**config.mk**
```make
export PLATFORM = sky130hd
export DESIGN_NAME = main_map
export DESIGN_NICKNAME = d
export VERILOG_FILES = /design/src/main_pkg.sv /design/src/main_bus_if.sv /design/src/main_map.sv /design/src/snd_video_latches.sv /design/src/prot_mul.sv /design/src/cab_inputs.sv /design/src/rom_banker.sv /design/src/main_decoder.sv
export VERILOG_INCLUDE_DIRS = /design/src
export SDC_FILE = /design/constraint.sdc
export NUM_CORES = 1
export LEC_CHECK = 0
export BUFFER_PORTS_ARGS = -buffer_cell sky130_fd_sc_hd__buf_2
export CORE_MARGIN = 2
export CORE_UTILIZATION = 40
export CTS_CLUSTER_SIZE = 25
export DETAILED_ROUTE_END_ITERATION = 8
export GPL_TIMING_DRIVEN = 0
export PLACE_DENSITY = 0.64
export SKIP_CTS_REPAIR_TIMING = 1
export SLEW_MARGIN = 10
export SYNTH_ARGS = -nofsm -noshare
export SYNTH_HDL_FRONTEND = slang
export SYNTH_HIERARCHICAL = 1
export SYNTH_SLANG_ARGS = --single-unit
```
**constraint.sdc**
```tcl
create_clock -name clk -period 10.5 [get_ports clk]
set_input_delay 2.1 -clock clk [delete_from_list [all_inputs] [get_ports clk]]
set_output_delay 2.1 -clock clk [all_outputs]
set_load 0.1 [all_outputs]
```
**src/main_consts.svh**
```systemverilog
`ifndef MAIN_CONSTS_SVH
`define MAIN_CONSTS_SVH

// CPU bus widths
`define MAIN_AW 16
`define MAIN_DW 8

// Banked ROM space, 256 KiB
`define ROM_AW  18

// Upper bank window starts 64 KiB into the ROM
`define ROM_BANK_BASE 18'h1_0000

// I/O page sub-selects, address bits 4 to 2
`define IO_COIN       3'd2   // 0408, coin counters; input page sits below it
`define IO_VBANK      3'd3   // 040C
`define IO_BANK       3'd4   // 0410
`define IO_SOUND_DATA 3'd5   // 0414
`define IO_SOUND_ON   3'd6   // 0418

`endif
```
**src/main_pkg.sv**
```systemverilog
package main_pkg;

`include "main_consts.svh"

    // Protection multiplier result
    // Written as one product word, read back one byte at a time
    typedef union packed {
        logic [2*`MAIN_DW-1:0]      word;   // Full 8x8 product
        logic [1:0][`MAIN_DW-1:0]   bytes;  // bytes[0] is the low half, A0 picks
    } prot_result_u;

endpackage

```
**src/main_bus_if.sv**
```systemverilog
`timescale 1ns/10ps

`include "main_consts.svh"

interface main_bus_if;
    logic [`MAIN_AW-1:0] addr;
    logic                rnw;       // High on reads
    logic                vma;       // Valid memory access
    logic                cen;       // CPU clock enable
    logic [`MAIN_DW-1:0] wdata;     // CPU write data

    // Decoded selects
    logic in_sel;       // Cabinet input page
    logic bank_sel;     // ROM bank register
    logic vbank_sel;    // Video bank latch
    logic sdata_sel;    // Sound command
    logic son_sel;      // Sound interrupt trigger
    logic prot_sel;     // Protection multiplier

    modport dec (
        input  addr, rnw, vma, cen, wdata,
        output in_sel, bank_sel, vbank_sel, sdata_sel, son_sel, prot_sel
    );

    modport periph (
        input addr, rnw, vma, cen, wdata,
        input in_sel, bank_sel, vbank_sel, sdata_sel, son_sel, prot_sel
    );
endinterface

```
**src/main_map.sv**
```systemverilog
`timescale 1ns/10ps

`include "main_consts.svh"

module main_map
    import main_pkg::*;
(
    input  logic                clk,
    input  logic                rst,
    input  logic                cpu_cen,
    input  logic                rnw,
    input  logic                vma,
    input  logic [`MAIN_AW-1:0] addr,
    input  logic [`MAIN_DW-1:0] cpu_dout,
    output logic [`MAIN_DW-1:0] cpu_din,
    // ROM
    output logic [`ROM_AW-1:0]  rom_addr,
    output logic                rom_cs,
    input  logic [`MAIN_DW-1:0] rom_data,
    input  logic                rom_ok,
    output logic                rom_ready,      // rom_ok handed on to the CPU clocking
    // RAM, palette and tile chips
    output logic                ram_cs,
    input  logic [`MAIN_DW-1:0] ram_dout,
    output logic                pal_cs,
    input  logic [`MAIN_DW-1:0] pal_dout,
    output logic                gfx1_cs,
    output logic                gfx2_cs,
    input  logic [`MAIN_DW-1:0] gfx1_dout,
    input  logic [`MAIN_DW-1:0] gfx2_dout,
    // Latches
    output logic                prio_latch,
    output logic [`MAIN_DW-1:0] video_bank,
    output logic                snd_irq,
    output logic [`MAIN_DW-1:0] snd_latch,
    // Cabinet
    input  logic [1:0]          start_button,
    input  logic [1:0]          coin_input,
    input  logic [5:0]          joystick1,
    input  logic [5:0]          joystick2,
    input  logic [7:0]          dipsw_a,
    input  logic [7:0]          dipsw_b,
    input  logic [3:0]          dipsw_c
);

    main_bus_if bus ();

    logic                video_sel;
    logic [`MAIN_DW-1:0] port_byte;
    prot_result_u        prot;

    assign bus.addr   = addr;
    assign bus.rnw    = rnw;
    assign bus.vma    = vma;
    assign bus.cen    = cpu_cen;
    assign bus.wdata  = cpu_dout;
    assign rom_ready  = rom_ok;

    main_decoder u_dec (
        .bus(bus.dec), .video_sel, .port_byte, .prot,
        .rom_data, .ram_dout, .pal_dout, .gfx1_dout, .gfx2_dout,
        .rom_cs, .ram_cs, .pal_cs, .gfx1_cs, .gfx2_cs, .cpu_din
    );

    rom_banker u_bank (
        .clk, .rst, .bus(bus.periph), .rom_addr, .video_sel, .prio_latch
    );

    cab_inputs u_cab (
        .clk, .addr_lo(addr[2:0]), .start_button, .coin_input,
        .joystick1, .joystick2, .dipsw_a, .dipsw_b, .dipsw_c, .port_byte
    );

    prot_mul u_prot (
        .clk, .rst, .bus(bus.periph), .prot
    );

    snd_video_latches u_latch (
        .clk, .rst, .bus(bus.periph), .snd_latch, .video_bank, .snd_irq
    );

endmodule

```
**src/snd_video_latches.sv**
```systemverilog
`timescale 1ns/10ps

`include "main_consts.svh"

module snd_video_latches (
    input  logic                clk,
    input  logic                rst,
    main_bus_if.periph          bus,
    output logic [`MAIN_DW-1:0] snd_latch,     // Command for the sound CPU
    output logic [`MAIN_DW-1:0] video_bank,
    output logic                snd_irq         // One cen cycle wide
);

    logic wr_cyc;   // Write strobe, CPU cycle qualified

    assign wr_cyc = bus.cen && !bus.rnw;

    always_ff @(posedge clk) begin
        if (rst) begin
            snd_latch  <= '0;
            video_bank <= '0;
            snd_irq    <= 1'b0;
        end else begin
            if (bus.cen)
                snd_irq <= bus.son_sel;  // Any access here fires it, read or write
            if (wr_cyc && bus.sdata_sel)
                snd_latch <= bus.wdata;
            if (wr_cyc && bus.vbank_sel)
                video_bank <= bus.wdata;
        end
    end

endmodule

```
**src/prot_mul.sv**
```systemverilog
`timescale 1ns/10ps

`include "main_consts.svh"

module prot_mul
    import main_pkg::*;
(
    input  logic        clk,
    input  logic        rst,
    main_bus_if.periph  bus,
    output prot_result_u prot
);

    logic [`MAIN_DW-1:0] fac [2];   // Factor 0 at A0 low, factor 1 at A0 high
    logic                fac_we;

    // Writes only at 0200/0201 and their mirrors, no cen qualifier
    assign fac_we = bus.prot_sel && bus.addr[2:1] == 2'b00 && !bus.rnw;

    always_ff @(posedge clk) begin
        if (rst) begin
            fac[0]    <= '0;
            fac[1]    <= '0;
            prot.word <= '0;
        end else begin
            prot.word <= {{`MAIN_DW{1'b0}}, fac[0]} * {{`MAIN_DW{1'b0}}, fac[1]};  // Every clk
            if (fac_we)
                fac[bus.addr[0]] <= bus.wdata;
        end
    end

endmodule

```
**src/cab_inputs.sv**
```systemverilog
`timescale 1ns/10ps

`include "main_consts.svh"

module cab_inputs (
    input  logic                clk,
    input  logic [2:0]          addr_lo,        // A2-A0 of the input page
    input  logic [1:0]          start_button,
    input  logic [1:0]          coin_input,
    input  logic [5:0]          joystick1,      // 5:4 buttons, 3:0 directions
    input  logic [5:0]          joystick2,
    input  logic [7:0]          dipsw_a,
    input  logic [7:0]          dipsw_b,
    input  logic [3:0]          dipsw_c,
    output logic [`MAIN_DW-1:0] port_byte
);

    // One register stage, the CPU samples a cycle later
    always_ff @(posedge clk) begin
        case (addr_lo)
            3'd0: port_byte <= {3'b111, coin_input, start_button[0], joystick1[5:4]};
            3'd1: port_byte <= {dipsw_c, 1'b1, start_button[1], joystick2[5:4]};
            3'd2: port_byte <= dipsw_a;
            3'd3: port_byte <= dipsw_b;
            3'd4: port_byte <= {joystick1[3:0], joystick2[3:0]};   // Directions only
            default: port_byte <= '1;                              // Nothing wired
        endcase
    end

endmodule

```
**src/rom_banker.sv**
```systemverilog
`timescale 1ns/10ps

`include "main_consts.svh"

module rom_banker (
    input  logic              clk,
    input  logic              rst,
    main_bus_if.periph        bus,
    output logic [`ROM_AW-1:0] rom_addr,
    output logic              video_sel,    // Picks tile chip 2
    output logic              prio_latch    // Layer priority
);

    logic       bank_en;    // Wide banking through the upper ROM half
    logic [3:0] bank;

    // Bank register, bit layout 6 video sel, 5 prio, 4 enable, 3:0 bank
    always_ff @(posedge clk) begin
        if (rst) begin
            video_sel  <= 1'b0;
            prio_latch <= 1'b0;
            bank_en    <= 1'b0;
            bank       <= 4'd0;
        end else if (bus.cen && bus.bank_sel && !bus.rnw) begin
            video_sel  <= bus.wdata[6];
            prio_latch <= bus.wdata[5];
            bank_en    <= bus.wdata[4];
            bank       <= bus.wdata[3:0];
        end
    end

    // CPU window 4000-7FFF is the banked one
    always_comb begin
        if (bus.addr[15:14] == 2'b01) begin
            if (bank_en)
                rom_addr = `ROM_BANK_BASE + {1'b0, bank[3:1], bus.addr[13:0]};
            else
                rom_addr = {3'b000, bank[0], bus.addr[13:0]};  // Low 64 KiB
        end else begin
            rom_addr = {{(`ROM_AW - `MAIN_AW){1'b0}}, bus.addr};  // Fixed area
        end
    end

endmodule

```
**src/main_decoder.sv**
```systemverilog
`timescale 1ns/10ps

`include "main_consts.svh"

module main_decoder
    import main_pkg::*;
(
    main_bus_if.dec             bus,
    input  logic                video_sel,  // Tile chip steering from bank reg
    input  logic [`MAIN_DW-1:0] port_byte,
    input  prot_result_u        prot,
    input  logic [`MAIN_DW-1:0] rom_data,
    input  logic [`MAIN_DW-1:0] ram_dout,
    input  logic [`MAIN_DW-1:0] pal_dout,
    input  logic [`MAIN_DW-1:0] gfx1_dout,
    input  logic [`MAIN_DW-1:0] gfx2_dout,
    output logic                rom_cs,
    output logic                ram_cs,
    output logic                pal_cs,
    output logic                gfx1_cs,
    output logic                gfx2_cs,
    output logic [`MAIN_DW-1:0] cpu_din
);

    logic       io_sel;     // 0400-041F
    logic       gfx_sel;    // Either tile chip
    logic [2:0] io_sub;     // Second-level I/O code

    assign io_sub = bus.addr[4:2];

    // First level looks at A15-A9 only
    always_comb begin
        rom_cs  = (bus.addr[15] || bus.addr[15:14] == 2'b01) && bus.vma;   // 4000-FFFF
        ram_cs  = bus.addr[15:12] == 4'b0001 ||
                  bus.addr[15:11] == 5'b0000_1;                        // 0800-1FFF
        io_sel  = bus.addr[15:9] == 7'h02 && !bus.addr[5];
        pal_cs  = bus.addr[15:9] == 7'h03;                             // 0600-07FF
        gfx_sel = bus.addr[15:13] == 3'b001 ||
                  bus.addr[15:9] == 7'h00;                             // 2000-3FFF, 0000-01FF
        gfx1_cs = gfx_sel && !video_sel;
        gfx2_cs = gfx_sel && video_sel;
        bus.prot_sel = bus.addr[15:9] == 7'h01;                        // 0200-03FF
    end

    // I/O page, split on A4-A2
    always_comb begin
        bus.in_sel    = io_sel && (io_sub < `IO_COIN);    // 0400-0407
        bus.vbank_sel = io_sel && io_sub == `IO_VBANK;
        bus.bank_sel  = io_sel && io_sub == `IO_BANK;
        bus.sdata_sel = io_sel && io_sub == `IO_SOUND_DATA;
        bus.son_sel   = io_sel && io_sub == `IO_SOUND_ON;
    end

    // Read mux, first hit wins
    // cpu_din follows addr in the same CPU cycle
    always_comb begin
        case (1'b1)
            rom_cs:       cpu_din = rom_data;
            ram_cs:       cpu_din = ram_dout;
            pal_cs:       cpu_din = pal_dout;
            bus.in_sel:   cpu_din = port_byte;
            bus.prot_sel: cpu_din = prot.bytes[bus.addr[0]];  // A0 high reads MSB
            gfx1_cs:      cpu_din = gfx1_dout;
            gfx2_cs:      cpu_din = gfx2_dout;
            default:      cpu_din = '1;                       // Open bus
        endcase
    end

endmodule

```
Word level (Yosys, flattened, before mapping)

Memory sizes are Yosys's and may differ from the RTL's.
Cells that the tools add are included.

Add/subtract/negate cells: 1
Multipliers: 1
Divide/modulo/power cells: 0
Magnitude comparators: 2
Equal/unequal tests: 15
Shifts and indexed selects: 0
Muxes and demuxes: 20
Bitwise operators: 0
Reductions and logical operators: 26

Operators with widths:

| kind                                                                  | count |
|---|---|
| 8-bit 2-to-1 mux                                                      | 10 |
| 8-bit case mux with 5 select lines                                    | 1 |
| 18-bit 2-to-1 mux                                                     | 2 |
| 17-bit by 17-bit adder with 18-bit output, first input constant       | 1 |
| 1-bit logical AND                                                     | 16 |
| 8-bit by 8-bit multiplier with 16-bit output                          | 1 |
| 7-bit by 2-bit equality test with 1-bit output, second input constant | 2 |
| 3-bit equality test, second input constant                            | 4 |
| 3-bit by 2-bit equality test with 1-bit output, second input constant | 3 |
| 8-bit OR reduction                                                    | 1 |
| 7-bit by 1-bit equality test with 1-bit output, second input constant | 1 |
| 7-bit logical NOT                                                     | 1 |
| 1-bit 2-to-1 mux                                                      | 7 |
| 3-bit by 1-bit equality test with 1-bit output, second input constant | 2 |
| 5-bit by 1-bit equality test with 1-bit output, second input constant | 1 |
| 4-bit by 1-bit equality test with 1-bit output, second input constant | 1 |
| 1-bit logical NOT                                                     | 3 |
| 3-bit logical NOT                                                     | 1 |
| 1-bit logical OR                                                      | 3 |
| 3-bit by 2-bit < comparator with 1-bit output, second input constant  | 1 |
| 2-bit by 1-bit equality test with 1-bit output, second input constant | 1 |
| 2-bit logical NOT                                                     | 1 |
| 1-bit by 2-bit < comparator with 1-bit output, second input constant  | 1 |

Bits in registers: 48
Latch bits: 0
Memory bits (writable): 16
ROM bits: 0
Bits of input ports: 106
Memories kept: 1

Memories:

| name       | depth | width | rd ports | clocked after Yosys merged registers in | wr ports | line           | source |
|---|---|---|---|---|---|---|---|
| u_prot.fac | 2     | 8     | 2        | 0                                       | 2        | prot_mul.sv:14 | `` logic [`MAIN_DW-1:0] fac [2]; `` |

Longest topological paths before layout

Word-level depth: 10
Depth in mapped cells: 15

Modules after synthesis

Netlist, hierarchy kept.

By module, submodules not included:

| module            | instances | cells an instance | area an instance (um^2) | sequential area each (um^2) |
|---|---|---|---|---|
| prot_mul          | 1         | 307               | 3110.5                  | 800.8 |
| snd_video_latches | 1         | 67                | 734.5                   | 340.3 |
| main_decoder      | 1         | 92                | 715.7                   | 0.0 |
| cab_inputs        | 1         | 62                | 516.7                   | 160.2 |
| rom_banker        | 1         | 51                | 474.2                   | 140.1 |
| main_map          | 1         | 1                 | 7.5                     | 0.0 |

Worst setup path before layout

Ideal clock, no wire load.

Path kind: input to output
Start point: in addr[9]
End point: out cpu_din[1]
Data arrival time: 5046 ps
Data required time: 8400 ps
Path slack: 3354 ps
Stages on the path: 5
Path through: buf_2 > nor4_1 > o21ai_2 > o221ai_1 > o31ai_1

Cells in the longest elaborated chain, start to end: 10

Ends and longest elaborated chain:

| item                               | line               | source |
|---|---|---|
| from (decl)                        | main_map.sv:13     | `` input logic [`MAIN_AW-1:0] addr, `` |
| 7-bit logical NOT                  | main_decoder.sv:39 | `bus.addr[15:9] == 7'h00;` |
| 1-bit logical OR                   | main_decoder.sv:38 | `gfx_sel = bus.addr[15:13] == 3'b001 \|\|` |
| 1-bit logical AND                  | main_decoder.sv:41 | `gfx2_cs = gfx_sel && video_sel;` |
| 8-bit 2-to-1 mux (4 in series)     | main_decoder.sv:57 | `case (1'b1)` |
| 8-bit 2-to-1 mux (*) (3 in series) | main_decoder.sv:57 |  |
| to (decl)                          | main_map.sv:15     | `` output logic [`MAIN_DW-1:0] cpu_din, `` |

Mark *: on every way between the ends. The rest lies on a longest branch, timed or not.

Worst setup path after layout

Start point: in addr[15]
End point: out cpu_din[4]

Cells in the longest elaborated chain, start to end: 10

Ends and longest elaborated chain:

| item                                                                                       | line |
|---|---|
| 7-bit logical NOT / 3-bit by 1-bit equality test with 1-bit output (equally long branches) | main_decoder.sv:39, main_decoder.sv:38 |
| 1-bit logical OR                                                                           | main_decoder.sv:38 |
| 1-bit logical AND                                                                          | main_decoder.sv:41 |
| 8-bit 2-to-1 mux (6 in series)                                                             | main_decoder.sv:57 |
| 8-bit 2-to-1 mux (*)                                                                       | main_decoder.sv:57 |

Marks and branches as above.

==> impl_results.md <==
* Outcome: complete, no violations
* Die width at 122 um
* Logic pwr share at 42.0%
* Async set-or-reset flop fraction in the synthesized netlist at 0%
* Via/cell ratio at 5.18
* Area delta synth->final at 23.0%
* Mean area per synthesized cell at 9.58 um^2
* Layout fillers at 1298
* Final WL at 14.2 mm
* Startpoint Class: input port
* Synth warn at 6
* Routed len/inst at 15.3 um
* Post-route DRC at 0
* Maximum vdd drop at 0.106 mV
* First-pass GRT wire length at 23.0 mm
* Sequential power share at 28.8%
* WHS at 475 ps
* Syn Nets at 758
* P_int at 643 uW
* Via count at 4793
* Max Slew Vio Count at 0
* Max Cap Violations at 0
* Crit path to: cpu_din[4]
* Starting density of the core at 40.5%
* Root Buffer: clkbuf_16
* Unrepaired setup endpoints after global routing: false
* Grt ovf at 0
* IO Pins at 156
* CTS H-tree depth at 3
* Row count at 43
* Endpoints failing hold at 0
* CTS Sinks at 64
* Die area at 14900 um^2
* Yosys cell types at 61
* Detailed Routing Iterations Pass 1 at 6
* Mapped Area at 5560 um^2
* Die Ht at 122 um
* Overall power at 1010 uW
* Total CTS buffers at 9
* Number of synthesized flops with an enable pin at 16
* Synth Instances at 580
* Share of layout cells above drive strength 1 at 31.0%
* FMAX at 0.167 GHz
* Most used DFF post-synth: dfxtp_1
* CTS tree: built
* DRC marker count from the first detailed-route iteration at 210
* Tcrit/Tclk final at 57.0%
* Critical R2R Capture: u_prot/prot[15]$_SDFF_PP0_
* Number of diodes at 0
* Synthesized flop and latch total at 64
* Setup TNS at 0 ps
* Worst reg-to-reg path cell count at 15
* R2r startpoint: u_prot/fac[1][2]$_SDFFCE_PN0P_
* Crit Path Max Fanout at 10
* Sw Ratio at 36.6%
* Clk Latency, worst-skew pair at 330 ps
* CP arrival at 3890 ps
* Worst Path Class, Setup: input port to output pin
* DP Wirelength at 11.4 mm
* Leakage at 0.00328 uW
* CP required at 8400 ps
* Worst-path clk slew at 50 ps
* Total track usage at 19.5%
* Final setup fails at 0
* Vias in the first global route at 4743
* PwrDens at 148 nW/um^2
* RD Place Congestion at 0.942
* Core area at 13700 um^2
* Antenna Nets Post-Route at 0
* Worst Setup SP: addr[15]
* Min Tclk post-route at 5990 ps
* Post-layout net count at 919
* Largest net degree at the start of global routing at 18
* Post-synthesis sequential area ratio at 25.9%
* Slew HR at 47.3%
* CTS max path bufs at 2
* PortBufs at 150
* Hold Path Class: register to register
* R2R Setup Slk at 6000 ps
* Worst setup EP type: output pin
* Clock Power Share at 29.2%
* Switching power at 371 uW
* Layout Skew at 5.39 ps
* Commonest non-fill, non-tap cell in the layout: buf_2
* Most frequent cells in the layout: buf_2, and2_1, inv_1
* Tightest Pin Transition at 780 ps
* Initial antenna violation count at 0
-- Yosys cell counts, drive strengths merged (4+ instances only) --
library cell	n	area [um^2]
o21ai	16	87.6
edfxtp	16	480
nor2b	17	106
and2	64	400
mux2	18	206
ha	36	450
nand2b	41	257
o31ai	4	30.0
nor3	14	70.1
mux2i	32	320
nand2	23	88.8
o221ai	9	78.8
a211oi	5	42.5
or2	4	25.0
buf	27	200
nor2	19	71.3
dfxtp	48	961
o21a	12	90.1
clkbuf	7	26.3
o22ai	6	37.5
fa	36	721
a21oi	12	60.1
a222oi	8	80.1
and3b	4	35.0
inv	59	221
-- through the flow --
step | instance area, um^2 | setup WS (ps) | instances | util [%]
after floorplan | 5560 | 3350 | 580 | -
after global placement | 6540 | 4550 | 910 | 47.6
after detailed placement | 6540 | 4540 | 910 | 47.6
after CTS | 6830 | 4530 | 926 | 49.8
after global routing | 6840 | 4370 | 926 | 49.9
final | 6840 | 4510 | 926 | 49.9
-- layer usage --
layer | global-route usage [%] | wire, um
met3 | 3.98 | 771
met1 | 24.5 | 6240
met2 | 33.3 | 6880
met5 | 0 | 0
met4 | 7.04 | 320
-- registers in the layout, summed over array words and instances (netlist names) --
signal	count
u_bank/bank	4
u_bank/bank_en	1
u_bank/prio_latch	1
u_bank/video_sel	1
u_cab/port_byte	8
u_latch/snd_irq	1
u_latch/snd_latch	8
u_latch/video_bank	8
u_prot/fac	16
u_prot/prot	16
-- critical path: stages --
cell and delay (ps):
buf_2 160, o21ai_1 560, o221ai_1 240, o31ai_1 330, buf_2 490
-- power groups by stage --
stage,Clock [uW],Combinational (uW),Sequential (uW)
finish,297,426,292
global route,312,474,295
CTS,301,429,293
detailed placement,0,425,297
global placement,0,423,296
floorplan,0,326,290
-- logic make-up after synthesis --
| group | after synthesis | synth area share [%] |
|---|---|---|
| flops | 64 | 25.9 |
| buf+inv | 93 | 8.06 |
| compound gates | 93 | 12.6 |
| fa+ha+maj | 72 | 21.1 |
| mux | 50 | 9.48 |
| xor+xnor | 1 | 0.158 |
| simple gates | 207 | 22.7 |
-- how the worst min path moves through the flow --
stage / start / endpoint / slack, ps / cells after the start
2_1_floorplan: u_bank/video_sel$_SDFFE_PP0P_ / u_bank/video_sel$_SDFFE_PP0P_ / 450 / 2
3_3_place_gp: u_latch/video_bank[3]$_SDFFE_PP0P_ / u_latch/video_bank[3]$_SDFFE_PP0P_ / 460 / 2
3_5_place_dp: u_bank/prio_latch$_SDFFE_PP0P_ / u_bank/prio_latch$_SDFFE_PP0P_ / 470 / 2
4_1_cts: u_bank/prio_latch$_SDFFE_PP0P_ / u_bank/prio_latch$_SDFFE_PP0P_ / 470 / 2
5_1_grt: u_bank/bank[0]$_SDFFE_PP0P_ / u_bank/bank[0]$_SDFFE_PP0P_ / 490 / 2
6_report: u_latch/video_bank[1]$_SDFFE_PP0P_ / u_latch/video_bank[1]$_SDFFE_PP0P_ / 480 / 2
-- cell type report --
| class | count | area [um^2] | share of cell area (%) |
|---|---|---|---|
| Multi-Input combinational cell | 423 | 3680 | 53.7 |
| Clock inverter | 5 | 56.3 | 0.823 |
| Clock buffer | 11 | 243 | 3.55 |
| Sequential cell | 64 | 1440 | 21.1 |
| Buffer | 34 | 226 | 3.31 |
| Tap cell | 180 | 225 | 3.29 |
| Inverter | 59 | 221 | 3.24 |
| Timing Repair Buffer | 150 | 751 | 11.0 |
Note: power is estimated with default switching activity, not from simulation.
